`src/alu_pkg.sv`:
```
package alu_pkg;

    // ******************************
    // Datapath widths
    // ******************************
    localparam int XLEN      = 64;
    localparam int NUM_PREGS = 32;
    localparam int NUM_FREGS = 8;
    localparam int PREG_W    = $clog2(NUM_PREGS);
    localparam int FREG_W    = $clog2(NUM_FREGS);
    localparam int IMM_W     = 12;

    typedef logic [XLEN-1:0]   word_t;
    typedef logic [PREG_W-1:0] preg_t;
    typedef logic [FREG_W-1:0] freg_t;
    typedef logic [3:0]        nzcv_t;
    typedef logic [IMM_W-1:0]  imm_t;

    // Bit positions inside nzcv_t
    localparam int FLAG_N = 3;
    localparam int FLAG_Z = 2;
    localparam int FLAG_C = 1;
    localparam int FLAG_V = 0;

    typedef enum logic [3:0] {
        UOP_ADD  = 4'd0,
        UOP_SUB  = 4'd1,
        UOP_AND  = 4'd2,
        UOP_ORR  = 4'd3,
        UOP_EOR  = 4'd4,
        UOP_MVN  = 4'd5,
        UOP_UBFM = 4'd6,
        UOP_ASR  = 4'd7,
        UOP_MOVZ = 4'd8,
        UOP_MOVK = 4'd9
    } uop_e;

    // ******************************
    // APB register map
    // ******************************
    localparam int APB_AW = 8;
    localparam int APB_DW = 32;

    typedef logic [APB_AW-1:0] apb_addr_t;
    typedef logic [APB_DW-1:0] apb_data_t;

    localparam apb_addr_t CSR_CTRL      = 8'h00;
    localparam apb_addr_t CSR_COUNT     = 8'h04;
    localparam apb_addr_t CSR_DBG_INDEX = 8'h08;
    localparam apb_addr_t CSR_DBG_LO    = 8'h0C;
    localparam apb_addr_t CSR_DBG_HI    = 8'h10;

endpackage

```
`src/alu_csr.sv`:
```
`timescale 1ns/1ns

module alu_csr (
    input  logic               clk_in,
    input  logic               reset,
    input  alu_pkg::apb_addr_t paddr,
    input  logic               psel,
    input  logic               penable,
    input  logic               pwrite,
    input  alu_pkg::apb_data_t pwdata,
    output alu_pkg::apb_data_t prdata,
    output logic               pready,
    output logic               pslverr,
    input  logic               exec_valid,
    output logic               enable,
    output logic               dbg_we,
    output alu_pkg::preg_t     dbg_index,
    output alu_pkg::word_t     dbg_wdata,
    input  alu_pkg::word_t     dbg_rd_data
);
    import alu_pkg::*;

    logic      access;
    logic      mapped;
    logic      err;
    logic      wr_ok;
    apb_data_t rd_mux;
    apb_data_t dbg_lo;
    apb_data_t count;

    // Second phase of a transfer
    assign access = psel && penable;
    assign pready = 1'b1;

    always_comb begin
        mapped = 1'b1;
        rd_mux = '0;
        case (paddr)
            CSR_CTRL:      rd_mux = {{(APB_DW-1){1'b0}}, enable};
            CSR_COUNT:     rd_mux = count;
            CSR_DBG_INDEX: rd_mux = apb_data_t'(dbg_index);
            CSR_DBG_LO:    rd_mux = dbg_rd_data[APB_DW-1:0];
            CSR_DBG_HI:    rd_mux = dbg_rd_data[XLEN-1:APB_DW];
            default:       mapped = 1'b0;
        endcase
    end

    assign err = !mapped
              || (pwrite && paddr == CSR_COUNT)
              || (pwrite && paddr == CSR_DBG_HI && enable);

    assign pslverr = access && err;
    assign prdata  = (access && !pwrite) ? rd_mux : '0;
    assign wr_ok   = access && pwrite && !err;

    // DBG_HI commits the staged low half in the same write
    assign dbg_we    = wr_ok && paddr == CSR_DBG_HI;
    assign dbg_wdata = {pwdata, dbg_lo};

    // ******************************
    // Registers
    // ******************************
    always_ff @(posedge clk_in) begin
        if (reset) begin
            enable    <= 1'b0;
            dbg_index <= '0;
            dbg_lo    <= '0;
            count     <= '0;
        end else begin
            if (exec_valid) begin
                count <= count + 1'b1;
            end
            if (wr_ok) begin
                case (paddr)
                    CSR_CTRL:      enable    <= pwdata[0];
                    CSR_DBG_INDEX: dbg_index <= pwdata[PREG_W-1:0];
                    CSR_DBG_LO:    dbg_lo    <= pwdata;
                    default: ;
                endcase
            end
        end
    end

endmodule

```
`config.mk`:
```
export PLATFORM = sky130hd
export DESIGN_NAME = alu_csr
export DESIGN_NICKNAME = d
export VERILOG_FILES = /design/src/alu_pkg.sv /design/src/alu_csr.sv
export SDC_FILE = /design/constraint.sdc
export NUM_CORES = 1
export LEC_CHECK = 0
export ABC_AREA = 0
export CAP_MARGIN = 20
export CELL_PAD_IN_SITES_DETAIL_PLACEMENT = 0
export CELL_PAD_IN_SITES_GLOBAL_PLACEMENT = 1
export CORE_MARGIN = 2
export CORE_UTILIZATION = 45
export CTS_BUF_LIST = sky130_fd_sc_hd__clkbuf_4 sky130_fd_sc_hd__clkbuf_8
export DETAILED_ROUTE_END_ITERATION = 16
export DONT_BUFFER_PORTS = 1
export PLACE_DENSITY = 0.81
export SLEW_MARGIN = 20
export SYNTH_ARGS = -nofsm -noshare
export SYNTH_HDL_FRONTEND = slang
export SYNTH_SLANG_ARGS = --single-unit
```
`constraint.sdc`:
```
create_clock -name clk_in -period 5.1 [get_ports clk_in]
set_clock_uncertainty 0.05 [all_clocks]
set_input_delay 1.02 -clock clk_in [delete_from_list [all_inputs] [get_ports clk_in]]
set_output_delay 1.02 -clock clk_in [all_outputs]
set_load 0.05 [all_outputs]
```
==> flow_summary.json <==
{
  "outcome": "finished, final reports clean",
  "synth_seq_cells": 70,
  "synth_nets": 609,
  "total_power_mw": 1.054,
  "io_pins": 215,
  "synth.distinct_cells": 37,
  "htreeDepth": 3,
  "viasPerCell": 5.772,
  "fin_crit_ps": 4508,
  "timing_hold_violations_final": 0,
  "ant_nets": 0,
  "fill_cells": 813,
  "dp.cells": 572,
  "synth_top_cells_by_count": "nand2_1, dfxtp_1, nor2_1, a21oi_1, buf_4",
  "synthFlopType": "dfxtp_1",
  "yosysSeqAreaShare_pct": 35.96,
  "seqPwrFrac_pct": 52.3,
  "start_util_pct": 46.96,
  "arrival_ps": 3440,
  "synth.top_cell.area_share_pct": 35.96,
  "dieArea_sq_um": 9422,
  "syn_area_sq_um": 3897,
  "pre_cts_ws_ps": 584.5,
  "clock_sinks": 70,
  "fmaxAchievable_mhz": 221.8,
  "grt_max_degree": 71,
  "rows": 33,
  "post_drt_wl_per_cell_um": 17.52,
  "setup_viol": 0,
  "synth_warnings": 0,
  "slew_headroom_pct": 21.28,
  "p_leak_nw": 1.383,
  "powerDensity_nw_per_um2": 255.0,
  "ys_top_cells_by_area": "dfxtp_1, nand2_1, nor2_1",
  "maxCapViolCount": 0,
  "area_growth_pct": 6.035,
  "post_cts_buffers": 0,
  "finalWorstSetupSlack_ps": 592.4,
  "cts_tree": "yes",
  "worstHoldPathType": "reg2reg",
  "drc": 0,
  "diodes": 0,
  "placement.io_buffers": 0,
  "worst_slew_pin_slew_ps": 1185,
  "gp_congestion": 0.8151,
  "root_buffer": "clkbuf_8",
  "grtUsageTotal_pct": 20.63,
  "reg2reg_slack_ps": 2790,
  "post_cts_resized": 0,
  "period_share_pct": 88.38,
  "drt_iter0_drc": 105,
  "crit_fanout": 32,
  "p_switching_uw": 244.5,
  "cts_buffers": 9,
  "fin_cells": 588,
  "clock_path_buffers": 2,
  "startpoint_type": "input port",
  "cts_hold_buffers": 0,
  "hold_depth": 2,
  "yosys.area.top_type": "dfxtp_1",
  "synth_edf_count": 0,
  "nets": 589,
  "drt_wl_total_um": 10300,
  "final_layout_size_suffix_gt1_share_pct": 13.04,
  "yosysMostFrequentCell": "nand2_1",
  "postSynthAreaPerCell_sq_um": 7.826,
  "grt_pass1_vias": 3119,
  "async_flop_share_pct": 0,
  "grt_setup_unrepaired": "no",
  "die_w_um": 97.07,
  "p_int_uw": 809.4,
  "core_sq_um": 8299,
  "dr.pass1.iters": 4,
  "die_h_um": 97.07,
  "grt_pass1_wl_um": 15960,
  "synthCells": 498,
  "ir_drop_uv": 134.4,
  "overflow": 0,
  "power_frac_clock_pct": 43.8,
  "cts.clk_slew.worst_paths_ps": 70,
  "final.setup.tns_ps": 0,
  "antenna_found_initial": 0,
  "swShare_pct": 23.20,
  "required_ps": 4030,
  "dpl.hpwl_um": 7472,
  "pwr-share-comb_pct": 3.9,
  "finalMaxSlewViolations": 0,
  "clock_latency_ps": 350,
  "ff2ff_path_depth": 5,
  "path_class": "in2out",
  "worst_setup_path_end_kind": "output pin",
  "num_vias": 3394
}
## power groups by stage
| stage | registers, mW | clock network [mW] | logic [mW] |
|---|---|---|---|
| final | 0.551 | 0.462 | 0.0411 |
| after CTS | 0.551 | 0.473 | 0.0409 |
| after global routing | 0.551 | 0.498 | 0.0444 |
| after detailed placement | 0.564 | 0 | 0.0408 |
| after global placement | 0.564 | 0 | 0.0399 |
| after floorplan | 0.563 | 0 | 0.113 |
## per-stage QoR
stage | hold WS [ps] | area (sq um) | utilization (%)
2_1_floorplan | 407.8 | 3897 | -
3_3_place_gp | 422.6 | 3928 | 47.32
3_5_place_dp | 431.9 | 3928 | 47.32
4_1_cts | 441.7 | 4133 | 49.80
5_1_grt | 499.7 | 4133 | 49.80
6_report | 439.4 | 4133 | 49.80
## routing by layer
layer | GRT usage (%) | wire [um]
met2 | 34.29 | 4991
met1 | 23.42 | 3865
met4 | 8.559 | 200
met3 | 8.489 | 1245
met5 | 0 | 0
## cells in the final DEF, fill, tap and decap left out, types with 2 or more instances in the layout
master,n
xnor2_1,5
inv_1,4
buf_4,39
nand3b_1,2
dfxtp_1,70
nor2b_2,2
inv_6,2
nand2b_1,2
clkbuf_8,10
and3_1,6
xor2_1,22
clkinvlp_4,2
o21ai_0,6
a21oi_1,39
nand3_1,13
and4_1,4
a22o_1,27
nand2_1,72
nand4_1,16
or3_1,6
o22a_1,4
a22oi_1,31
and2_1,2
mux2i_1,11
nor2_1,69
## final timing paths
check | start | to
worst max-delay path | paddr[5] | prdata[0]
worst min-delay path | count[31]$_SDFFE_PP0P_ | count[31]$_SDFFE_PP0P_
worst max register to register | count[6]$_SDFFE_PP0P_ | count[31]$_SDFFE_PP0P_
worst min register to register | count[31]$_SDFFE_PP0P_ | count[31]$_SDFFE_PP0P_
## kinds of logic (layout without fill, tap and decap cells)
family | after synthesis | after routing | share of synthesized area [%]
adder cells (fa/ha/maj) | 1 | 1 | 0.3210
other | 1 | 1 | 0.09622
AO/OA/AOI/OAI | 109 | 109 | 19.13
XOR/XNOR | 27 | 27 | 6.067
buffers and inverters | 74 | 59 | 11.04
flip-flops | 70 | 70 | 35.95
AND/OR/NAND/NOR | 204 | 204 | 23.98
multiplexers | 12 | 12 | 3.403
## final cells by class
cell class              count  area [sq um]  area share (%)
multi-input cells         354          2087           50.50
flip-flops and latches     70          1401           33.91
repair buffers             39         292.8           7.084
clock buffers              10         137.6           3.330
well taps                 105         131.4           3.179
clock inverters             6         67.56           1.635
inverters                   4         15.01          0.3633
## state kept, by name, summed over array words and instances, names as in the netlist
register and cells:
dbg_index 5, enable 1, dbg_lo 32, count 32
## worst max-delay path: stages
cell and delay (ps):
or3_4 390, or3_1 440, or2_1 280, or3b_1 770, a21oi_1 300, buf_4 230
Note: power is estimated with default switching activity, not from simulation.
