==> src/alu_pkg.sv <==
package alu_pkg;

    // ******************************
    // Datapath widths
    // ******************************
    localparam int XLEN      = 64;
    localparam int NUM_PREGS = 32;
    localparam int NUM_FREGS = 8;
    localparam int PREG_W    = $clog2(NUM_PREGS);
    localparam int FREG_W    = $clog2(NUM_FREGS);
    localparam int IMM_W     = 12;

    typedef logic [XLEN-1:0]   word_t;
    typedef logic [PREG_W-1:0] preg_t;
    typedef logic [FREG_W-1:0] freg_t;
    typedef logic [3:0]        nzcv_t;
    typedef logic [IMM_W-1:0]  imm_t;

    // Bit positions inside nzcv_t
    localparam int FLAG_N = 3;
    localparam int FLAG_Z = 2;
    localparam int FLAG_C = 1;
    localparam int FLAG_V = 0;

    typedef enum logic [3:0] {
        UOP_ADD  = 4'd0,
        UOP_SUB  = 4'd1,
        UOP_AND  = 4'd2,
        UOP_ORR  = 4'd3,
        UOP_EOR  = 4'd4,
        UOP_MVN  = 4'd5,
        UOP_UBFM = 4'd6,
        UOP_ASR  = 4'd7,
        UOP_MOVZ = 4'd8,
        UOP_MOVK = 4'd9
    } uop_e;

    // ******************************
    // APB register map
    // ******************************
    localparam int APB_AW = 8;
    localparam int APB_DW = 32;

    typedef logic [APB_AW-1:0] apb_addr_t;
    typedef logic [APB_DW-1:0] apb_data_t;

    localparam apb_addr_t CSR_CTRL      = 8'h00;
    localparam apb_addr_t CSR_COUNT     = 8'h04;
    localparam apb_addr_t CSR_DBG_INDEX = 8'h08;
    localparam apb_addr_t CSR_DBG_LO    = 8'h0C;
    localparam apb_addr_t CSR_DBG_HI    = 8'h10;

endpackage

==> src/wb_if.sv <==
`timescale 1ns/1ns

interface wb_if;
    import alu_pkg::*;

    logic  reg_en;
    preg_t reg_index;
    word_t reg_data;

    logic  flag_en;
    freg_t flag_index;
    nzcv_t flag_data;

    modport alu (
        output reg_en, reg_index, reg_data,
        output flag_en, flag_index, flag_data
    );

    // Register files and the forwarding path
    modport sink (
        input reg_en, reg_index, reg_data,
        input flag_en, flag_index, flag_data
    );

endinterface

==> src/nzcv_file.sv <==
`timescale 1ns/1ns

module nzcv_file (
    input  logic           clk_in,
    input  logic           reset,
    wb_if.sink             wb,
    input  alu_pkg::freg_t rd_index,
    output alu_pkg::nzcv_t rd_data
);
    import alu_pkg::*;

    nzcv_t flag_regs [NUM_FREGS];

    always_ff @(posedge clk_in) begin
        if (reset) begin
            for (int i = 0; i < NUM_FREGS; i++) begin
                flag_regs[i] <= '0;
            end
        end else if (wb.flag_en) begin
            flag_regs[wb.flag_index] <= wb.flag_data;
        end
    end

    assign rd_data = flag_regs[rd_index];

endmodule

==> src/flat_wrapper.sv <==
// flat-port wrapper written by rule: the top's interface ports become plain ports
module nzcv_file_flat import alu_pkg::*;
  (clk_in, reset, rd_index, rd_data, wb_reg_en, wb_reg_index, wb_reg_data, wb_flag_en, wb_flag_index, wb_flag_data);
  wb_if wb_i ();
  input  logic clk_in;
  input  logic reset;
  input  alu_pkg::freg_t rd_index;
  output alu_pkg::nzcv_t rd_data;
  input wire logic [$bits(wb_i.reg_en)-1:0] wb_reg_en;
  input wire logic [$bits(wb_i.reg_index)-1:0] wb_reg_index;
  input wire logic [$bits(wb_i.reg_data)-1:0] wb_reg_data;
  input wire logic [$bits(wb_i.flag_en)-1:0] wb_flag_en;
  input wire logic [$bits(wb_i.flag_index)-1:0] wb_flag_index;
  input wire logic [$bits(wb_i.flag_data)-1:0] wb_flag_data;
  assign wb_i.reg_en = wb_reg_en;
  assign wb_i.reg_index = wb_reg_index;
  assign wb_i.reg_data = wb_reg_data;
  assign wb_i.flag_en = wb_flag_en;
  assign wb_i.flag_index = wb_flag_index;
  assign wb_i.flag_data = wb_flag_data;
  nzcv_file u_core (.clk_in(clk_in), .reset(reset), .wb(wb_i), .rd_index(rd_index), .rd_data(rd_data));
endmodule
==> config.mk <==
export PLATFORM = sky130hd
export DESIGN_NAME = nzcv_file_flat
export DESIGN_NICKNAME = d
export VERILOG_FILES = /design/src/alu_pkg.sv /design/src/wb_if.sv /design/src/nzcv_file.sv /design/src/flat_wrapper.sv
export SDC_FILE = /design/constraint.sdc
export NUM_CORES = 1
export LEC_CHECK = 0
export BUFFER_PORTS_ARGS = -buffer_cell sky130_fd_sc_hd__buf_4
export CAP_MARGIN = 30
export CELL_PAD_IN_SITES_DETAIL_PLACEMENT = 0
export CELL_PAD_IN_SITES_GLOBAL_PLACEMENT = 1
export CORE_UTILIZATION = 36
export CTS_CLUSTER_DIAMETER = 80
export DETAILED_ROUTE_END_ITERATION = 8
export GPL_TIMING_DRIVEN = 0
export HOLD_SLACK_MARGIN = 0.12
export PLACE_DENSITY_LB_ADDON = 0.1
export SLEW_MARGIN = 20
export SYNTH_ARGS = -nofsm -noshare
export SYNTH_HDL_FRONTEND = slang
export SYNTH_SLANG_ARGS = --single-unit
==> constraint.sdc <==
create_clock -name clk_in -period 2 [get_ports clk_in]
set_input_delay 0.1 -clock clk_in [delete_from_list [all_inputs] [get_ports clk_in]]
set_output_delay 0.1 -clock clk_in [all_outputs]
set_load 0.02 [all_outputs]
==> flow_metrics.tcl, run 1 <==
set metrics [dict create \
    dp_slack_ps 337 \
    postSynth.asyncResetShare_pct 0 \
    setup_tns_ps 0 \
    achievable-frequency_ghz 0.578 \
    timing.final.crit_period_ps 1730 \
    count_of_clock_tree_sinks 32 \
    initial_core_util_pct 37.8 \
    clock_tree.root_cell "clkbuf_8" \
    critical_path.startpoint "u_core.flag_regs[1][3]" \
    cap_viol_max_count 0 \
    powerDensity_mw_per_mm2 805 \
    worst_path_max_delay_cell "mux4_1" \
    worst_path_dominant_cell_family "multiplexers" \
    floorplan.die_area_mm2 0.00453 \
    final_cells 175 \
    path_clk_slew_ps 60 \
    layout_top_registers "u_core.flag_regs x32" \
    min_from "reset" \
    number_of_antenna_violations_at_the_first_check_in_global_routing 0 \
    first_global_vias 977 \
    status "finished, final reports clean" \
    path_class "flip-flop to primary output" \
    hold_path_class "primary input to flip-flop" \
    cp.arrival_ps 1630 \
    cell_count_after_synthesis 103 \
    cts_buffer_depth 2 \
    ctsHtreeMaxLevel 2 \
    cell_type_with_the_largest_total_area_after_synthesis "edfxtp_1" \
    coreArea_mm2 0.00406 \
    ctsHoldBuffers 0 \
    synth.ff_latch_count 32 \
    synth.cells.most_frequent "edfxtp_1, nor3_1, mux4_1, o21bai_1, clkbuf_1" \
    syn_nets 186 \
    cp-end-kind "primary output" \
    power.share.clock_pct 32.7 \
    yosys_warnings 0 \
    synth_top_cell_area_share_pct 62.6 \
    hpwlAfterDp_mm 2.28 \
    nets 207 \
    largest_register "u_core.flag_regs" \
    power_dissipated_by_switching_net_loads_mw 0.334 \
    number_of_library_cell_types_mapped_by_synthesis 14 \
    io_pins 87 \
    ant_nets 0 \
    cp_max_fo 1 \
    vias 920 \
    synth_xor_xnor_area_share_pct 0 \
    synth_top_family_by_area "multiplexers" \
    die_width_um 67.3 \
    std_cell_rows 23 \
    gr-total-overflow 0 \
    setup_failing_eps_final 0 \
    synth-edff-count 32 \
    syn_area_mm2 0.00153 \
    num_antenna_cells 0 \
    die_y_um 67.3 \
    placedCellCount 167 \
    place.gp.congestion 0.714 \
    largest_reg_flops 32 \
    synth_compound_area_share_pct 3.92 \
    cts_buffers 5 \
    drc 0 \
    routed_wirelength_mm 3.24 \
    worst_pin_slew_ps 480 \
    sequential_cell_area_fraction_in_the_yosys_report_pct 62.6 \
    critPathLaunchType "flip-flop" \
    finalCritPeriodShare_pct 86.5 \
    cp.required_ps 1900 \
    routed_via_count_divided_by_cell_count 5.26 \
    clock_tree_from_tritoncts "done" \
    timing.critical_path.buf_inv 1 \
    pnr_total_power_mw 1.43 \
    io_buffer_count 14 \
    synthToLayoutAreaGrowth_pct 16.2 \
    cts_repair_resize_count 0 \
    netSwitchingFraction_pct 23.3 \
    synth_simple_gate_area_share_pct 13.0 \
    leakage_nw 0.581 \
    timing_hold_violations_final 0 \
    postLayoutSetupSlackWorst_ps 270 \
    synth.mux.area_fraction_pct 16.6 \
    cts_setup_buffers 0 \
    critical_path.cell_chain "mux4_1 > mux2_2 > buf_4" \
    grt_setup_unrepaired "false" \
    synth_ff_type "edfxtp_1" \
    final_core_util_pct 43.9 \
    1st_iter_drt_viols 17 \
    grt_start_max_net_pins 11 \
    adder_cell_area_share_of_the_yosys_netlist_pct 0 \
    synth.area.top_cells "edfxtp_1, mux4_1, nor3_1" \
    p_comb_share_pct 12.0 \
    post_route_cells_drive_above_1_share_pct 22.4 \
    report.final.slew_viol_count 0 \
    power.sequential.fraction_pct 55.3 \
    max_incr_delay_on_cp_ps 530 \
    ir_worst_vdd_mv 0.326 \
    avgSynthCellArea_um2 14.9 \
    detailedRoute.firstPassIterationCount 4 \
    grt_first_pass_wirelength_mm 5.22 \
    routed_length_per_instance_um 18.5 \
    timing.max_slew.rel_slack_pct 68.0 \
    grt_use_total_pct 17.0 \
    internal_power_mw 1.10 \
]
==> final timing paths <==
kind | endpoint | slack, ps | depth (start not counted)
worst max-delay path | rd_data[3] | 270 | 3
worst min-delay path | u_core.flag_regs[0][1] | 320 | 2
==> routing by layer <==
metal,track usage (%),wire (um),vias up
met5,0,0,-
met3,5.07,126,6
li1,-,-,454
met1,23.2,1590,435
met4,6.38,50,0
met2,25.3,1470,25
==> cell type report <==
type                    instances  area, um2
plain buffers                   9       43.8
clock inverters                 1       3.75
fillers                       394       2280
well taps                      50       62.6
repair buffers                 14        105
inverters                       4       15.0
multi-input cells              58        514
flip-flops and latches         32        961
clock buffers                   7       76.3
==> logic make-up after synthesis <==
kind of cell           count (synthesis)
AND/OR/NAND/NOR                       38
flip-flops                            32
buffers and inverters                 13
multiplexers                          12
AO/OA/AOI/OAI                          8
==> placed cells by master, fill, tap and decap left out, drive strengths merged <==
cell type,instances
nor3,32
clkinv,5
or3b,1
edfxtp,32
nand2b,2
clkbuf,13
mux4,8
nand3b,1
nand2,1
o21bai,8
mux2,4
or2,1
buf,17
==> per-stage QoR <==
stage	hold WS, ps	cell area (um2)
after floorplan	396	1530
after global placement	578	1700
after detailed placement	587	1700
after CTS	320	1780
after global routing	329	1780
final	318	1780
==> power by group through the flow <==
stage / sequential (mW) / clock (mW) / combinational (mW)
after global routing: 0.797 / 0.497 / 0.187
final: 0.793 / 0.469 / 0.172
after detailed placement: 0.807 / 0 / 0.174
after floorplan: 0.798 / 0 / 0.110
after global placement: 0.805 / 0 / 0.172
after CTS: 0.793 / 0.475 / 0.175
Note: power is estimated with default switching activity, not from simulation.
==> run 2: changes to the inputs <==
--- a/config.mk
+++ b/config.mk
@@ -14,7 +14,8 @@
 export DETAILED_ROUTE_END_ITERATION = 8
 export GPL_TIMING_DRIVEN = 0
 export HOLD_SLACK_MARGIN = 0.12
-export PLACE_DENSITY_LB_ADDON = 0.1
+export MAX_ROUTING_LAYER = met4
+export PLACE_DENSITY = 0.84
 export SLEW_MARGIN = 20
 export SYNTH_ARGS = -nofsm -noshare
 export SYNTH_HDL_FRONTEND = slang
==> run 2 against run 1 <==
- first-iteration DRC count is 65% higher
- sequential share of layout area did not move
- hold slack better by 8.3 ps
- wire length down 14%
- total power shrank 0.84%
- combinational power is 3% lower
- final area stayed put
- die area unchanged
- largest cell class unchanged
- maximum frequency is 0.46% lower
- worst setup slack got worse by 7.9 ps
- non-clock buffer count stayed put
==> flow_metrics.tcl, run 2 (synthesis results as in run 1) <==
set metrics [dict create \
    min_from "reset" \
    grt_start_max_net_pins 11 \
    cp_max_fo 1 \
    die_y_um 67.3 \
    worst_path_max_delay_cell "mux4_1" \
    final_standard_cell_area_without_fillers_mm2 0.00178 \
    status "finished, final reports clean" \
    critical_path.cell_chain "mux4_1 > mux2_2 > buf_4" \
    cp-end-kind "primary output" \
    ir_worst_vdd_mv 0.286 \
    largest_register "u_core.flag_regs" \
    cp.required_ps 1900 \
    layout_top_registers "u_core.flag_regs x32" \
    power.share.clock_pct 32.6 \
    detailedRoute.firstPassIterationCount 4 \
    achievable-frequency_ghz 0.575 \
    path_clk_slew_ps 60 \
    power_dissipated_by_switching_net_loads_mw 0.322 \
    critPathLaunchType "flip-flop" \
    cts_buffer_depth 2 \
    timing_hold_violations_final 0 \
    ant_nets 0 \
    first_global_vias 932 \
    largest_reg_flops 32 \
    ctsHtreeMaxLevel 2 \
    std_cell_rows 23 \
    floorplan.die_area_mm2 0.00453 \
    power.sequential.fraction_pct 55.6 \
    final_core_util_pct 43.9 \
    routed_wirelength_mm 2.77 \
    cts_buffers 5 \
    internal_power_mw 1.10 \
    dp_slack_ps 395 \
    worst_path_dominant_cell_family "multiplexers" \
    hpwlAfterDp_mm 2.07 \
    cts_setup_buffers 0 \
    placement.cell_area_mm2 0.00170 \
    worst_pin_slew_ps 480 \
    place.gp.congestion 0.756 \
    timing.critical_path.buf_inv 1 \
    clock_tree_from_tritoncts "done" \
    leakage_nw 0.581 \
    1st_iter_drt_viols 28 \
    max_incr_delay_on_cp_ps 540 \
    routed_length_per_instance_um 15.8 \
    grt_use_total_pct 15.3 \
    ctsHoldBuffers 0 \
    layout_common_cells "nor3_1, edfxtp_1, buf_4" \
    cap_viol_max_count 0 \
    setup_failing_eps_final 0 \
    worstHoldPathCells 2 \
    coreArea_mm2 0.00406 \
    grt_first_pass_wirelength_mm 4.70 \
    num_antenna_cells 0 \
    p_comb_share_pct 11.7 \
    count_of_clock_tree_sinks 32 \
    worst_hold_path.endpoint "u_core.flag_regs[3][1]" \
    cp.arrival_ps 1640 \
    report.final.slew_viol_count 0 \
    netSwitchingFraction_pct 22.7 \
    setup_tns_ps 0 \
    vias 932 \
    postLayoutSetupSlackWorst_ps 262 \
    timing.max_slew.rel_slack_pct 68.0 \
    post_route_cells_drive_above_1_share_pct 22.4 \
    hold_path_class "primary input to flip-flop" \
    number_of_antenna_violations_at_the_first_check_in_global_routing 0 \
    initial_core_util_pct 37.8 \
    io_buffer_count 14 \
    grt_setup_unrepaired "false" \
    path_class "flip-flop to primary output" \
    pnr_total_power_mw 1.42 \
    cts_repair_resize_count 0 \
    finalCritPeriodShare_pct 86.9 \
    die_width_um 67.3 \
    gr-total-overflow 0 \
    routed_via_count_divided_by_cell_count 5.33 \
    io_pins 87 \
    nets 207 \
    synthToLayoutAreaGrowth_pct 16.2 \
    clock_tree.root_cell "clkbuf_8" \
    powerDensity_mw_per_mm2 798 \
    drc 0 \
    timing.final.crit_period_ps 1740 \
]
## run 2: per-stage QoR
step / instances / hold slack (ps)
after floorplan: 103 / 396
after global placement: 167 / 575
after detailed placement: 167 / 577
after CTS: 175 / 321
after global routing: 175 / 335
final: 175 / 327
## run 2: final cells by class
| type | count | area [um2] |
|---|---|---|
| fill | 370 | 2280 |
| sequential | 32 | 961 |
| multi-input combinational | 58 | 514 |
| timing repair buffer | 14 | 105 |
| clock buffer | 7 | 76.3 |
| tap | 50 | 62.6 |
| buffer | 9 | 43.8 |
| inverter | 4 | 15.0 |
| clock inverter | 1 | 3.75 |
## run 2: worst max path at each step
stage          slack [ps]                      to                   start  depth (start not counted)
2_1_floorplan         660  u_core.flag_regs[5][0]        wb_flag_index[1]                          3
3_5_place_dp          390  u_core.flag_regs[4][3]                   reset                          4
3_3_place_gp          430  u_core.flag_regs[4][0]                   reset                          4
4_1_cts               240              rd_data[1]  u_core.flag_regs[3][1]                          3
5_1_grt               190              rd_data[1]  u_core.flag_regs[3][1]                          3
6_report              260              rd_data[1]  u_core.flag_regs[3][1]                          3
## run 2: metal layers
layer	track usage, %	wire length, um	vias to the layer above
met2	22.8	1290	35
met1	19.3	1280	437
met3	4.05	161	5
met5	-	0	-
met4	7.18	51	0
li1	-	-	455
## run 2: power groups by stage
stage	combinational (mW)	clock (mW)	sequential, mW
floorplan	0.110	0	0.798
detailed placement	0.167	0	0.806
CTS	0.168	0.471	0.792
finish	0.167	0.464	0.791
global placement	0.164	0	0.803
global route	0.182	0.499	0.796
==> run 3: changes to the inputs <==
--- a/config.mk
+++ b/config.mk
@@ -9,13 +9,14 @@
 export CAP_MARGIN = 30
 export CELL_PAD_IN_SITES_DETAIL_PLACEMENT = 0
 export CELL_PAD_IN_SITES_GLOBAL_PLACEMENT = 1
-export CORE_UTILIZATION = 36
+export CORE_MARGIN = 1.5
+export CORE_UTILIZATION = 35
 export CTS_CLUSTER_DIAMETER = 80
 export DETAILED_ROUTE_END_ITERATION = 8
 export GPL_TIMING_DRIVEN = 0
 export HOLD_SLACK_MARGIN = 0.12
 export MAX_ROUTING_LAYER = met4
-export PLACE_DENSITY = 0.84
+export PLACE_DENSITY = 0.82
 export SLEW_MARGIN = 20
 export SYNTH_ARGS = -nofsm -noshare
 export SYNTH_HDL_FRONTEND = slang
==> run 3 against run 2 <==
- via count increased by 1.3%
- utilization decreased by 0.61 points
- wire length increased by 7.1%
- critical path depth unchanged
- hold slack improved by 9.2 ps
- maximum frequency decreased by 1.2%
- cell count unchanged
- sequential cell count unchanged
- critical path type unchanged
- critical endpoint is now rd_data[3]
==> flow_metrics.tcl, run 3 (synthesis results as in run 1) <==
set metrics [dict create \
    hold_path_class "primary input to flip-flop" \
    io_pins 87 \
    path_clk_slew_ps 60 \
    cp.arrival_ps 1660 \
    hold-worst-slack_ps 336 \
    num-fill-cells 381 \
    routed_via_count_divided_by_cell_count 5.39 \
    final_standard_cell_area_without_fillers_mm2 0.00178 \
    final_cells 175 \
    gr-total-overflow 0 \
    finalCritPeriodShare_pct 88.0 \
    placement.cell_area_mm2 0.00170 \
    cts_setup_buffers 0 \
    timing.final.crit_period_ps 1760 \
    cap_viol_max_count 0 \
    place.gp.congestion 0.766 \
    post_route_cells_drive_above_1_share_pct 22.4 \
    largest_reg_flops 32 \
    detailedRoute.firstPassIterationCount 4 \
    cp-end-kind "primary output" \
    coreArea_mm2 0.00412 \
    cts_buffer_depth 2 \
    report.final.slew_viol_count 0 \
    1st_iter_drt_viols 18 \
    cts_buffers 5 \
    vias 944 \
    ant_nets 0 \
    routed_length_per_instance_um 17.0 \
    grt_first_pass_wirelength_mm 4.71 \
    routed_wirelength_mm 2.97 \
    setup_tns_ps 0 \
    largest_register "u_core.flag_regs" \
    die_width_um 69.2 \
    hpwlAfterDp_mm 2.21 \
    ir_worst_vdd_mv 0.293 \
    grt_start_max_net_pins 11 \
    powerDensity_mw_per_mm2 794 \
    route.top_layer_used "met4" \
    setup_failing_eps_final 0 \
    timing_hold_violations_final 0 \
    drc 0 \
    first_global_vias 956 \
    leakage_nw 0.581 \
    critPathLaunchType "flip-flop" \
    cp_max_fo 1 \
    status "finished, final reports clean" \
    cts_repair_resize_count 0 \
    final_core_util_pct 43.3 \
    placedCellCount 167 \
    clock_tree_from_tritoncts "done" \
    floorplan.die_area_mm2 0.00479 \
    io_buffer_count 14 \
    met2_length_mm 1.45 \
    worst_pin_slew_ps 453 \
    met3RoutedLength_um 162 \
    initial_core_util_pct 37.3 \
    synthToLayoutAreaGrowth_pct 16.2 \
    cp.required_ps 1900 \
    num_antenna_cells 0 \
    path_class "flip-flop to primary output" \
    number_of_antenna_violations_at_the_first_check_in_global_routing 0 \
    achievable-frequency_ghz 0.568 \
    grt_use_total_pct 13.3 \
    std_cell_rows 23 \
    clock_tree.root_cell "clkbuf_8" \
    die_y_um 69.2 \
    ctsHtreeMaxLevel 2 \
    grt_setup_unrepaired "false" \
    layout_common_cells "nor3_1, edfxtp_1, buf_4" \
    ctsHoldBuffers 0 \
    timing.max_slew.rel_slack_pct 69.7 \
    layout_top_registers "u_core.flag_regs x32" \
    nets 207 \
    count_of_clock_tree_sinks 32 \
    wl_on_met1_mm 1.32 \
]
run 3: per-stage QoR:
step	setup WS [ps]	total power, mW
2_1_floorplan	657	0.908
3_3_place_gp	427	0.967
3_5_place_dp	363	0.978
4_1_cts	240	1.42
5_1_grt	214	1.46
6_report	240	1.41
run 3: final timing paths:
check                                end              startpoint  depth (start not counted)
setup / recovery              rd_data[3]  u_core.flag_regs[3][3]                          3
hold / removal    u_core.flag_regs[1][1]                   reset                          2
run 3: per-layer routing:
layer / global-route usage (%) / vias up
met5: - / -
met4: 6.54 / 0
met3: 3.92 / 4
met2: 20.3 / 33
met1: 16.1 / 456
li1: - / 451
run 3: where the power goes:
group          internal [mW]  switching, mW
logic                 0.0780         0.0921
registers              0.780         0.0116
clock network          0.242          0.211
run 3: final cells by class:
class	instances	area [um2]	area share (%)
Tap cell	50	62.6	3.51
Clock buffer	7	76.3	4.28
Timing Repair Buffer	14	105	5.90
Sequential cell	32	961	53.9
Clock inverter	1	3.75	0.211
Buffer	9	43.8	2.46
Inverter	4	15.0	0.843
Multi-Input combinational cell	58	514	28.9
run 3: critical path, stage by stage (launching register included):
cell	delay, ps
edfxtp_1	390
mux4_1	550
mux2_2	290
buf_4	160
