[src/alu_pkg.sv]
package alu_pkg;

    // ******************************
    // Datapath widths
    // ******************************
    localparam int XLEN      = 64;
    localparam int NUM_PREGS = 32;
    localparam int NUM_FREGS = 8;
    localparam int PREG_W    = $clog2(NUM_PREGS);
    localparam int FREG_W    = $clog2(NUM_FREGS);
    localparam int IMM_W     = 12;

    typedef logic [XLEN-1:0]   word_t;
    typedef logic [PREG_W-1:0] preg_t;
    typedef logic [FREG_W-1:0] freg_t;
    typedef logic [3:0]        nzcv_t;
    typedef logic [IMM_W-1:0]  imm_t;

    // Bit positions inside nzcv_t
    localparam int FLAG_N = 3;
    localparam int FLAG_Z = 2;
    localparam int FLAG_C = 1;
    localparam int FLAG_V = 0;

    typedef enum logic [3:0] {
        UOP_ADD  = 4'd0,
        UOP_SUB  = 4'd1,
        UOP_AND  = 4'd2,
        UOP_ORR  = 4'd3,
        UOP_EOR  = 4'd4,
        UOP_MVN  = 4'd5,
        UOP_UBFM = 4'd6,
        UOP_ASR  = 4'd7,
        UOP_MOVZ = 4'd8,
        UOP_MOVK = 4'd9
    } uop_e;

    // ******************************
    // APB register map
    // ******************************
    localparam int APB_AW = 8;
    localparam int APB_DW = 32;

    typedef logic [APB_AW-1:0] apb_addr_t;
    typedef logic [APB_DW-1:0] apb_data_t;

    localparam apb_addr_t CSR_CTRL      = 8'h00;
    localparam apb_addr_t CSR_COUNT     = 8'h04;
    localparam apb_addr_t CSR_DBG_INDEX = 8'h08;
    localparam apb_addr_t CSR_DBG_LO    = 8'h0C;
    localparam apb_addr_t CSR_DBG_HI    = 8'h10;

endpackage

[src/exec_if.sv]
`timescale 1ns/1ns

interface exec_if (
    input logic clk_in
);
    import alu_pkg::*;

    logic  valid;
    uop_e  op;
    imm_t  imm;
    logic  set_flags;
    preg_t dest;
    freg_t freg;
    word_t src0_val;
    word_t src1_val;
    word_t src2_val;
    nzcv_t old_flags;

    modport issue (
        output valid, op, imm, set_flags, dest, freg,
        output src0_val, src1_val, src2_val, old_flags
    );

    // Clock is only seen by the ALU for its checks
    modport alu (
        input clk_in,
        input valid, op, imm, set_flags, dest, freg,
        input src0_val, src1_val, src2_val, old_flags
    );

endinterface

[src/wb_if.sv]
`timescale 1ns/1ns

interface wb_if;
    import alu_pkg::*;

    logic  reg_en;
    preg_t reg_index;
    word_t reg_data;

    logic  flag_en;
    freg_t flag_index;
    nzcv_t flag_data;

    modport alu (
        output reg_en, reg_index, reg_data,
        output flag_en, flag_index, flag_data
    );

    // Register files and the forwarding path
    modport sink (
        input reg_en, reg_index, reg_data,
        input flag_en, flag_index, flag_data
    );

endinterface

[src/issue_stage.sv]
`timescale 1ns/1ns

module issue_stage (
    input  logic           clk_in,
    input  logic           reset,
    input  logic           uop_valid,
    input  alu_pkg::uop_e  uop_op,
    input  alu_pkg::preg_t uop_src0,
    input  alu_pkg::preg_t uop_src1,
    input  alu_pkg::preg_t uop_src2,
    input  alu_pkg::preg_t uop_dest,
    input  alu_pkg::freg_t uop_freg,
    input  alu_pkg::imm_t  uop_imm,
    input  logic           uop_set_flags,
    input  logic           enable,
    output logic           uop_ready,
    output alu_pkg::preg_t rd_index0,
    output alu_pkg::preg_t rd_index1,
    output alu_pkg::preg_t rd_index2,
    input  alu_pkg::word_t rd_data0,
    input  alu_pkg::word_t rd_data1,
    input  alu_pkg::word_t rd_data2,
    output alu_pkg::freg_t flag_rd_index,
    input  alu_pkg::nzcv_t flag_rd_data,
    wb_if.sink             wb,
    exec_if.issue          ex
);
    import alu_pkg::*;

    logic  fire;
    word_t src0_fwd;
    word_t src1_fwd;
    word_t src2_fwd;
    nzcv_t flags_fwd;

    assign uop_ready = enable;
    assign fire      = uop_valid && uop_ready;

    assign rd_index0     = uop_src0;
    assign rd_index1     = uop_src1;
    assign rd_index2     = uop_src2;
    assign flag_rd_index = uop_freg;

    // Bypass the result being written back this cycle
    assign src0_fwd = (wb.reg_en && wb.reg_index == uop_src0) ? wb.reg_data : rd_data0;
    assign src1_fwd = (wb.reg_en && wb.reg_index == uop_src1) ? wb.reg_data : rd_data1;
    assign src2_fwd = (wb.reg_en && wb.reg_index == uop_src2) ? wb.reg_data : rd_data2;
    assign flags_fwd = (wb.flag_en && wb.flag_index == uop_freg) ? wb.flag_data
                                                                 : flag_rd_data;

    always_ff @(posedge clk_in) begin
        if (reset) begin
            ex.valid <= 1'b0;
        end else begin
            ex.valid <= fire;
        end
    end

    // Packet payload, only meaningful while valid
    always_ff @(posedge clk_in) begin
        if (fire) begin
            ex.op        <= uop_op;
            ex.imm       <= uop_imm;
            ex.set_flags <= uop_set_flags;
            ex.dest      <= uop_dest;
            ex.freg      <= uop_freg;
            ex.src0_val  <= src0_fwd;
            ex.src1_val  <= src1_fwd;
            ex.src2_val  <= src2_fwd;
            ex.old_flags <= flags_fwd;
        end
    end

    uop_op_known: assert property (@(posedge clk_in) disable iff (reset)
        fire |-> !$isunknown(uop_op));

endmodule

[src/flat_wrapper.sv]
// flat-port wrapper written by rule: the top's interface ports become plain ports
module issue_stage_flat import alu_pkg::*;
  (clk_in, reset, uop_valid, uop_op, uop_src0, uop_src1, uop_src2, uop_dest, uop_freg, uop_imm, uop_set_flags, enable, uop_ready, rd_index0, rd_index1, rd_index2, rd_data0, rd_data1, rd_data2, flag_rd_index, flag_rd_data, wb_reg_en, wb_reg_index, wb_reg_data, wb_flag_en, wb_flag_index, wb_flag_data, ex_valid, ex_op, ex_imm, ex_set_flags, ex_dest, ex_freg, ex_src0_val, ex_src1_val, ex_src2_val, ex_old_flags);
  wb_if wb_i ();
  exec_if ex_i (.clk_in(clk_in));
  input  logic clk_in;
  input  logic reset;
  input  logic uop_valid;
  input  alu_pkg::uop_e uop_op;
  input  alu_pkg::preg_t uop_src0;
  input  alu_pkg::preg_t uop_src1;
  input  alu_pkg::preg_t uop_src2;
  input  alu_pkg::preg_t uop_dest;
  input  alu_pkg::freg_t uop_freg;
  input  alu_pkg::imm_t uop_imm;
  input  logic uop_set_flags;
  input  logic enable;
  output logic uop_ready;
  output alu_pkg::preg_t rd_index0;
  output alu_pkg::preg_t rd_index1;
  output alu_pkg::preg_t rd_index2;
  input  alu_pkg::word_t rd_data0;
  input  alu_pkg::word_t rd_data1;
  input  alu_pkg::word_t rd_data2;
  output alu_pkg::freg_t flag_rd_index;
  input  alu_pkg::nzcv_t flag_rd_data;
  input wire logic [$bits(wb_i.reg_en)-1:0] wb_reg_en;
  input wire logic [$bits(wb_i.reg_index)-1:0] wb_reg_index;
  input wire logic [$bits(wb_i.reg_data)-1:0] wb_reg_data;
  input wire logic [$bits(wb_i.flag_en)-1:0] wb_flag_en;
  input wire logic [$bits(wb_i.flag_index)-1:0] wb_flag_index;
  input wire logic [$bits(wb_i.flag_data)-1:0] wb_flag_data;
  output wire logic [$bits(ex_i.valid)-1:0] ex_valid;
  output wire logic [$bits(ex_i.op)-1:0] ex_op;
  output wire logic [$bits(ex_i.imm)-1:0] ex_imm;
  output wire logic [$bits(ex_i.set_flags)-1:0] ex_set_flags;
  output wire logic [$bits(ex_i.dest)-1:0] ex_dest;
  output wire logic [$bits(ex_i.freg)-1:0] ex_freg;
  output wire logic [$bits(ex_i.src0_val)-1:0] ex_src0_val;
  output wire logic [$bits(ex_i.src1_val)-1:0] ex_src1_val;
  output wire logic [$bits(ex_i.src2_val)-1:0] ex_src2_val;
  output wire logic [$bits(ex_i.old_flags)-1:0] ex_old_flags;
  assign wb_i.reg_en = wb_reg_en;
  assign wb_i.reg_index = wb_reg_index;
  assign wb_i.reg_data = wb_reg_data;
  assign wb_i.flag_en = wb_flag_en;
  assign wb_i.flag_index = wb_flag_index;
  assign wb_i.flag_data = wb_flag_data;
  assign ex_valid = ex_i.valid;
  assign ex_op = ex_i.op;
  assign ex_imm = ex_i.imm;
  assign ex_set_flags = ex_i.set_flags;
  assign ex_dest = ex_i.dest;
  assign ex_freg = ex_i.freg;
  assign ex_src0_val = ex_i.src0_val;
  assign ex_src1_val = ex_i.src1_val;
  assign ex_src2_val = ex_i.src2_val;
  assign ex_old_flags = ex_i.old_flags;
  issue_stage u_core (.clk_in(clk_in), .reset(reset), .uop_valid(uop_valid), .uop_op(uop_op), .uop_src0(uop_src0), .uop_src1(uop_src1), .uop_src2(uop_src2), .uop_dest(uop_dest), .uop_freg(uop_freg), .uop_imm(uop_imm), .uop_set_flags(uop_set_flags), .enable(enable), .uop_ready(uop_ready), .rd_index0(rd_index0), .rd_index1(rd_index1), .rd_index2(rd_index2), .rd_data0(rd_data0), .rd_data1(rd_data1), .rd_data2(rd_data2), .flag_rd_index(flag_rd_index), .flag_rd_data(flag_rd_data), .wb(wb_i), .ex(ex_i));
endmodule
[config.mk]
export PLATFORM = sky130hd
export DESIGN_NAME = issue_stage_flat
export DESIGN_NICKNAME = d
export VERILOG_FILES = /design/src/alu_pkg.sv /design/src/exec_if.sv /design/src/wb_if.sv /design/src/issue_stage.sv /design/src/flat_wrapper.sv
export SDC_FILE = /design/constraint.sdc
export NUM_CORES = 1
export LEC_CHECK = 0
export ABC_AREA = 0
export BUFFER_PORTS_ARGS = -buffer_cell sky130_fd_sc_hd__clkbuf_2
export CORE_AREA = 2 2 219 221
export CTS_CLUSTER_DIAMETER = 50
export DETAILED_ROUTE_END_ITERATION = 10
export DIE_AREA = 0 0 221 223
export PLACE_DENSITY = 0.45
export SLEW_MARGIN = 40
export SYNTH_ARGS = -nofsm -noshare
export SYNTH_HDL_FRONTEND = slang
export SYNTH_SLANG_ARGS = --single-unit
[constraint.sdc]
create_clock -name clk_in -period 7.1 [get_ports clk_in]
set_input_delay 0.71 -clock clk_in [delete_from_list [all_inputs] [get_ports clk_in]]
set_output_delay 0.71 -clock clk_in [all_outputs]
set_load 0.01 [all_outputs]
==> flow_metrics.tcl, run 1 <==
set metrics [dict create \
    status "finished, final reports clean" \
    power_leakage_nw 6.281 \
    numClockSinks 222 \
    end_kind "flop" \
    antenna_found_initial 8 \
    grt_pass1_wl_um 46150 \
    maxCapViolations 0 \
    startpoint_type "primary input" \
    yosysUniqueCellTypes 14 \
    viasPerCell 3.896 \
    rows 80 \
    finalCriticalPeriod_ps 2868 \
    drt_wl_total_um 32450 \
    detail_route.wl_per_cell_um 19.31 \
    cts_made_buffers 31 \
    fin_tns_setup_ps 0 \
    yosysSeqAreaShare_pct 64.69 \
    power_density_nw_per_um2 242.3 \
    crit_chain "clkbuf_2, xor2_1, nor4_1, and3_4, buf_4, mux2_2" \
    cts-root-buf "clkbuf_16" \
    clock_path_buffers 3 \
    final_util_pct 30.52 \
    tightest_slew_ps 857.8 \
    syn_avg_cell_area_um2 21.22 \
    cts_hold_buffers 0 \
    whs_ps 317.2 \
    cp.arrival_ps 3170 \
    layout_commonest_cell "clkbuf_2" \
    dp_hpwl_um 25110 \
    slew_headroom_pct 42.82 \
    peakVddDrop_v 0.0001740 \
    firstDrtPassIters 4 \
    cts_tree "yes" \
    cp_top_family "simple AND/OR/NAND/NOR gates" \
    path_max_fanout 33 \
    synthesis.nets 803 \
    gp_congestion 0.7756 \
    htree_num_levels 1 \
    grt_max_degree 135 \
    overflow 0 \
    worstPathBufferInverterCount 2 \
    track_usage_pct 12.56 \
    num_vias 6545 \
    required_ps 7400 \
    syn-cell-area_um2 10290 \
    fmaxAchievable_ghz 0.3487 \
    start_util_pct 21.83 \
    cp_slowest_stage_delay_ps 740 \
    die_area_um2 49280 \
    cp_slowest_cell "and3_4" \
    rsz0062_at_grt "no" \
    grt_pass1_vias 6898 \
    synth_cells 485 \
    ys_warn_count 0 \
    ant_nets 0 \
    nNetsFinal 1359 \
    cts_resized 0 \
    route.detailed.drc 0 \
    io_pins 559 \
    setup_violations 0 \
    clkTransAtPathRegs_ps 50 \
    layout_common_cells "558 x clkbuf_2, 221 x edfxtp_1, 180 x mux2_4, 31 x clkbuf_16, 16 x mux2_2" \
    fp.coreArea_um2 47150 \
    hold_class "in2reg" \
    cts_setup_buffers 0 \
    die_w_um 221 \
    hold_viol_final 0 \
    min_period_over_period_pct 40.39 \
    drive_gt1_share_pct 76.13 \
    fp.dieH_um 223 \
    worstSetupPathType "in2reg" \
    slew_viol_final 0 \
    drt_iter0_markers 256 \
    synth-seq-cells 222 \
    io_buffers 558 \
    syn2layout_area_growth_pct 39.82 \
]
[layer usage]
metal / part of all wire, % / up-vias / GRT usage (%)
li1: - / 2994 / -
met1: 38 / 3112 / 14.03
met2: 50 / 375 / 22.22
met3: 9.1 / 56 / 4.557
met4: 2.7 / 8 / 3.940
met5: 0.15 / - / 0
[registers in the layout, indices dropped and copies added (netlist names)]
signal               cells
u_core.ex.old_flags      4
u_core.ex.dest           5
u_core.ex.src2_val      64
u_core.ex.valid          1
u_core.ex.src0_val      64
u_core.ex.set_flags      1
u_core.ex.op             4
u_core.ex.freg           3
u_core.ex.src1_val      64
u_core.ex.imm           12
[cell usage after synthesis, drive strengths merged]
cell	count	area share, %
edfxtp	221	64
mux2	196	28
buf	40	5.2
xor2	12	1.0
xnor2	6	0.51
and3	3	0.18
nor4	3	0.18
and2	1	0.061
dfxtp	1	0.19
nand4	1	0.061
nor2b	1	0.061
[layout make-up]
class / count / area, um2
sequential: 222 / 6656
tap: 615 / 769.5
antenna: 1 / 2.502
clock buffer: 35 / 790.8
fill: 4794 / 32760
clock inverter: 21 / 207.7
timing repair buffer: 563 / 2846
multi-input combinational: 223 / 3114
[final timing paths]
path,start,to,slack [ps],cells past startpoint
worst min-delay path,reset,u_core.ex.valid,320,2
worst max-delay path,wb_reg_index[2],u_core.ex.src2_val[2],4230,6
[per-stage QoR]
stage	setup slack (ps)	total power, mW	cells	instance area (um2)
floorplan	765.7	1.811	485	10290
global placement	3633	2.022	1623	13380
detailed placement	3554	2.025	1623	13390
CTS	4175	3.549	1679	14390
global route	4043	3.632	1680	14390
finish	4232	3.486	1680	14390
[where the power goes]
part	total [mW]	switching (mW)	internal, mW
clock network	1.50	0.584	0.913
logic	0.416	0.199	0.217
registers	1.57	0.0257	1.55
[kinds of logic after synthesis]
family	share of synthesized area (%)
muxes	28.02
xor gates and xnor gates	1.532
buffers and inverters	5.216
DFF	64.69
and+or+nand+nor	0.5473
(Power assumes the default switching activity.)
==> run 2: changes to the inputs <==
ABC_AREA = 1   (was 0)
PLACE_DENSITY = 0.47   (was 0.45)
clock period = 2.3 ns   (was 7.1 ns; I/O delays follow)
==> run 2 against run 1 <==
  * Hold slack lost 280 ps
  * Sequential power grew to 3.1 times the previous value
  * Critical path depth grew 2
  * Critical endpoint is now u_core.ex.old_flags[2]
  * Largest power group unchanged
==> flow_metrics.tcl, run 2 <==
set metrics [dict create \
    power_density_nw_per_um2 648.8 \
    path_max_fanout 5 \
    io_buffers 558 \
    yosysSeqAreaShare_pct 63.32 \
    cts_made_buffers 31 \
    synth-edff-count 221 \
    slew_headroom_pct 65.12 \
    num_vias 10670 \
    power_leakage_nw 8.239 \
    overflow 0 \
    p_sw_share_pct 26.86 \
    peakVddDrop_v 0.0004996 \
    final_area_um2 17420 \
    syn_avg_cell_area_um2 10.47 \
    clkPwrFrac_pct 39.8 \
    placed_area_um2 13590 \
    fp.dieH_um 223 \
    io_pins 559 \
    numClockSinks 222 \
    ys_warn_count 0 \
    synth-seq-cells 222 \
    hold_viol_final 0 \
    start_util_pct 22.30 \
    route.detailed.drc 0 \
    status "finished, final reports clean" \
    largestRegisters "u_core.ex.src0_val: 64 flops, u_core.ex.src1_val: 64 flops, u_core.ex.src2_val: 64 flops" \
    rsz0062_at_grt "no" \
    layout_commonest_cell "clkbuf_2" \
    cts_tree "yes" \
    fin_cells 2469 \
    hold_class "in2reg" \
    startpoint_type "primary input" \
    slew_viol_final 0 \
    p_seq_share_pct 43.1 \
    synthesis.nets 1322 \
    synth_common_cells "448 x nand2_1, 221 x edfxtp_1, 199 x nand3_1, 31 x buf_4, 21 x inv_1" \
    fmaxAchievable_ghz 0.5487 \
    fin_tns_setup_ps 0 \
    switching_power_mw 3.035 \
    synth.top_cells.by_area "edfxtp_1 63%, nand2_1 16%, nand3_1 9.5%" \
    grt_pass1_wl_um 65950 \
    synth-main-ff-cell "edfxtp_1" \
    clock_path_buffers 3 \
    setup_violations 0 \
    hold_depth 3 \
    synth.most_common_cell "nand2_1" \
    place_inst 2126 \
    die_area_um2 49280 \
    detail_route.wl_per_cell_um 18.03 \
    cts-root-buf "clkbuf_16" \
    min_period_over_period_pct 79.24 \
    syn-cell-area_um2 10510 \
    drive_gt1_share_pct 35.54 \
    drt_iter0_markers 653 \
    viasPerCell 4.320 \
    rows 80 \
    cts_setup_buffers 0 \
    yosysTopAreaCellShare_pct 63.13 \
    htree_num_levels 1 \
    dp_hpwl_um 30360 \
    grt_pass1_vias 11230 \
    layout_common_cells "558 x clkbuf_2, 447 x nand2_1, 287 x dlygate4sd3_1, 221 x edfxtp_1, 199 x nand3_1" \
    combPwrFrac_pct 17.1 \
    maxCapViolations 0 \
    clkTransAtPathRegs_ps 60 \
    end_kind "flop" \
    grt_max_degree 67 \
    firstDrtPassIters 5 \
    tightest_slew_ps 523.2 \
    yosysUniqueCellTypes 20 \
    antennaDiodeCount 0 \
    syn2layout_area_growth_pct 65.69 \
    die_w_um 221 \
    drt_wl_total_um 44510 \
    power_mw 11.30 \
    worstSetupPathType "in2reg" \
    track_usage_pct 17.23 \
    async_flop_share_pct 0 \
    required_ps 2620 \
    cp.arrival_ps 2140 \
    antenna_found_initial 2 \
    fp.coreArea_um2 47150 \
    ant_nets 0 \
    gp_congestion 0.8437 \
    power.internal_mw 8.266 \
    finalCriticalPeriod_ps 1822 \
    nNetsFinal 2149 \
    synth_area_leader_cell "edfxtp_1" \
    synth_cells 1004 \
]
run 2: changes by cell type after synthesis, sizes merged, moves of 20 or more:
cell / change
nor2: +20
inv: +25
buf: +28
nand3: +202
nand2: +455
mux2: -196
run 2: through the flow:
step	setup WS (ps)	hold slack (ps)	utilization (%)
2_1_floorplan	-1659	301.5	-
3_3_place_gp	288.4	387.8	28.74
3_5_place_dp	553.0	395.4	28.83
4_1_cts	520.8	0.05951	36.95
5_1_grt	364.8	17.93	36.95
6_report	477.6	32.42	36.95
run 2: layer usage:
metal | up-vias | routed length [um] | global-route usage (%)
met1 | 5032 | 17710 | 20.66
met3 | 87 | 3220 | 3.819
li1 | 5038 | - | -
met4 | 4 | 1415 | 5.824
met2 | 504 | 22140 | 30.42
met5 | - | 24 | 0
run 2: timing repair:
action                                  4_1_cts  5_1_grt
endpoints found under the setup margin        0        0
hold buffers                                287        0
gates resized for setup                       0        0
hold endpoints to repair                    222        0
run 2: final cells by class:
type | instances | area [um2]
clock buffer | 33 | 783.3
clock inverter | 23 | 170.2
fill | 4803 | 29730
inverter | 25 | 97.59
multi-input combinational | 683 | 2978
sequential | 222 | 6656
tap | 615 | 769.5
timing repair buffer | 868 | 5963
run 2: cells by family after synthesis:
logic type	Yosys count	synth area share, %
AO/OA/AOI/OAI	4	0.1903
XOR/XNOR	2	0.1667
buffers and inverters	99	8.510
flip-flops	222	63.32
AND/OR/NAND/NOR	677	27.81
run 2: power by group through the flow:
stage,clock (mW),combinational (mW),sequential [mW]
2_1_floorplan,0,0.594,5.12
6_report,4.49,1.93,4.88
5_1_grt,4.80,2.08,4.90
3_3_place_gp,0,1.49,4.96
4_1_cts,4.62,1.94,4.88
3_5_place_dp,0,1.52,4.96
run 2: critical path: stages:
cell           delay (ps)
dlygate4sd3_1         530
clkbuf_2              130
xor2_1                150
nor2_1                240
nand2_1               160
nand2_1               100
nand2_1                50
dlygate4sd3_1         540
run 2: worst paths after layout:
check                        from                      to  slack (ps)
setup / recovery      uop_freg[2]  u_core.ex.old_flags[2]         480
hold / removal    wb_reg_data[35]  u_core.ex.src0_val[35]          30
==> run 3: changes to the inputs <==
ABC_AREA = 0   (was 1)
PLACE_DENSITY = 0.45   (was 0.47)
clock period = 1.7 ns   (was 2.3 ns; I/O delays follow)
==> run 3 against run 2 <==
  * Wire length shrank 23%
  * Critical path type unchanged
  * Total power grew 31%
  * Clock power grew 31%
  * Critical path depth shrank 1
  * Cell count shrank 18%
  * Worst setup slack lost 210 ps
  * Global-route usage shrank 4.1 points
  * Clock-buffer cell count shrank 2
  * Sequential cell count is the same
  * Sequential power grew 35%
  * Hold slack lost 5.1 ps
==> flow_metrics.tcl, run 3 (same netlist as run 1, synthesis figures left out) <==
set metrics [dict create \
    worstPathBufferInverterCount 3 \
    largestRegisters "u_core.ex.src0_val: 64 flops, u_core.ex.src1_val: 64 flops, u_core.ex.src2_val: 64 flops" \
    worstSetupPathType "in2reg" \
    clkPwrFrac_pct 39.5 \
    dp_hpwl_um 25680 \
    nNetsFinal 1698 \
    io_pins 559 \
    crit_top_cell "buf_12" \
    crit_chain "clkbuf_2, xor2_1, nor4_1, and3_4, buf_12, buf_12, mux2_4" \
    slew_headroom_pct 80.87 \
    firstDrtPassIters 4 \
    setup_violations 0 \
    io_buffers 558 \
    grt_pass1_wl_um 50110 \
    finalCriticalPeriod_ps 1435 \
    slew_viol_final 0 \
    track_usage_pct 13.14 \
    cp_slowest_stage_delay_ps 320 \
    grt_max_degree 36 \
    drt_wl_total_um 34230 \
    viasPerCell 3.860 \
    clkTransAtPathRegs_ps 60 \
    cts_resized 0 \
    cp.arrival_ps 1730 \
    final_util_pct 37.83 \
    die_area_um2 49280 \
    maxCapViolations 0 \
    antennaDiodeCount 0 \
    drt_iter0_markers 354 \
    cts_tree "yes" \
    power_leakage_nw 7.789 \
    num_vias 7789 \
    status "finished, final reports clean" \
    min_from "wb_reg_data[13]" \
    nFillCells 4485 \
    route.detailed.drc 0 \
    switching_power_mw 3.507 \
    syn2layout_area_growth_pct 73.33 \
    end_kind "flop" \
    cts-root-buf "clkbuf_16" \
    cp_slowest_cell "nor4_1" \
    place_inst 1676 \
    peakVddDrop_v 0.0006326 \
    hold_class "in2reg" \
    drive_gt1_share_pct 61.30 \
    startpoint_type "primary input" \
    detail_route.wl_per_cell_um 16.96 \
    ant_nets 0 \
    numClockSinks 222 \
    combPwrFrac_pct 16.2 \
    whs_ps 27.33 \
    hold_depth 2 \
    p_seq_share_pct 44.3 \
    top_layer "met4" \
    fin_cells 2018 \
    min_period_over_period_pct 84.39 \
    grt_pass1_vias 8638 \
    htree_num_levels 1 \
    cts_made_buffers 29 \
    min_to "u_core.ex.src2_val[13]" \
    power_mw 14.83 \
    fmaxAchievable_ghz 0.6971 \
    power_density_nw_per_um2 831.3 \
    gp_congestion 0.8367 \
    antenna_found_initial 1 \
    fp.coreArea_um2 47150 \
    path_max_fanout 11 \
    tightest_slew_ps 284.4 \
    start_util_pct 21.83 \
    route.met3.wl_um 2043 \
    route.met2.wl_um 17370 \
    layout_common_cells "558 x clkbuf_2, 288 x dlygate4sd3_1, 221 x edfxtp_1, 180 x mux2_4, 37 x buf_4" \
    rsz0062_at_grt "no" \
    cp_top_family "simple AND/OR/NAND/NOR gates" \
    layout_commonest_cell "clkbuf_2" \
    clock_path_buffers 3 \
    required_ps 1990 \
    overflow 0 \
    fp.dieH_um 223 \
    p_sw_share_pct 23.65 \
    rows 80 \
    fin_tns_setup_ps 0 \
    hold_viol_final 0 \
    drt-met1-wl_um 13660 \
    power.internal_mw 11.32 \
    die_w_um 221 \
]
run 3: cell type report:
cell class                      count  area (um2)  share of cell area [%]
Clock buffer                       31       733.2                   4.111
Sequential cell                   222        6656                   37.32
Tap cell                          615       769.5                   4.314
Timing Repair Buffer              904        6374                   35.73
Clock inverter                     23       188.9                   1.059
Multi-Input combinational cell    223        3114                   17.46
run 3: power groups by stage:
stage	Combinational (mW)	Clock (mW)	Sequential, mW
after floorplan	0.639	0	6.88
after global placement	1.87	0	6.69
after detailed placement	1.87	0	6.69
after CTS	2.42	6.06	6.58
after global routing	2.55	6.28	6.61
final	2.40	5.86	6.57
run 3: what timing repair did:
item	CTS	global route
buffers inserted	0	0
endpoints found under the hold margin	221	0
hold buffers	288	0
run 3: worst max-delay path by stage:
stage	start	endpoint	slack, ps	cells past startpoint
final	wb_reg_index[3]	u_core.ex.src1_val[14]	270	7
after global routing	wb_reg_index[0]	u_core.ex.src0_val[2]	210	6
after detailed placement	wb_reg_index[3]	u_core.ex.src1_val[14]	-280	7
after floorplan	uop_valid	u_core.ex.dest[0]	-470	1
after CTS	u_core.ex.src0_val[0]	ex_src0_val[0]	230	1
after global placement	wb_reg_index[0]	u_core.ex.src0_val[2]	-280	6
run 3: routing by layer:
layer	global-route usage [%]	vias up
met5	0	-
met4	5.261	0
met3	2.897	69
met2	23.38	327
met1	15.31	3718
li1	-	3675
run 3: stage by stage:
step / setup slack, ps / instance area (um2)
5_1_grt: 214.5 / 17840
4_1_cts: 232.3 / 17840
3_3_place_gp: -284.2 / 14030
2_1_floorplan: -465.1 / 10290
6_report: 265.4 / 17840
3_5_place_dp: -283.2 / 14030
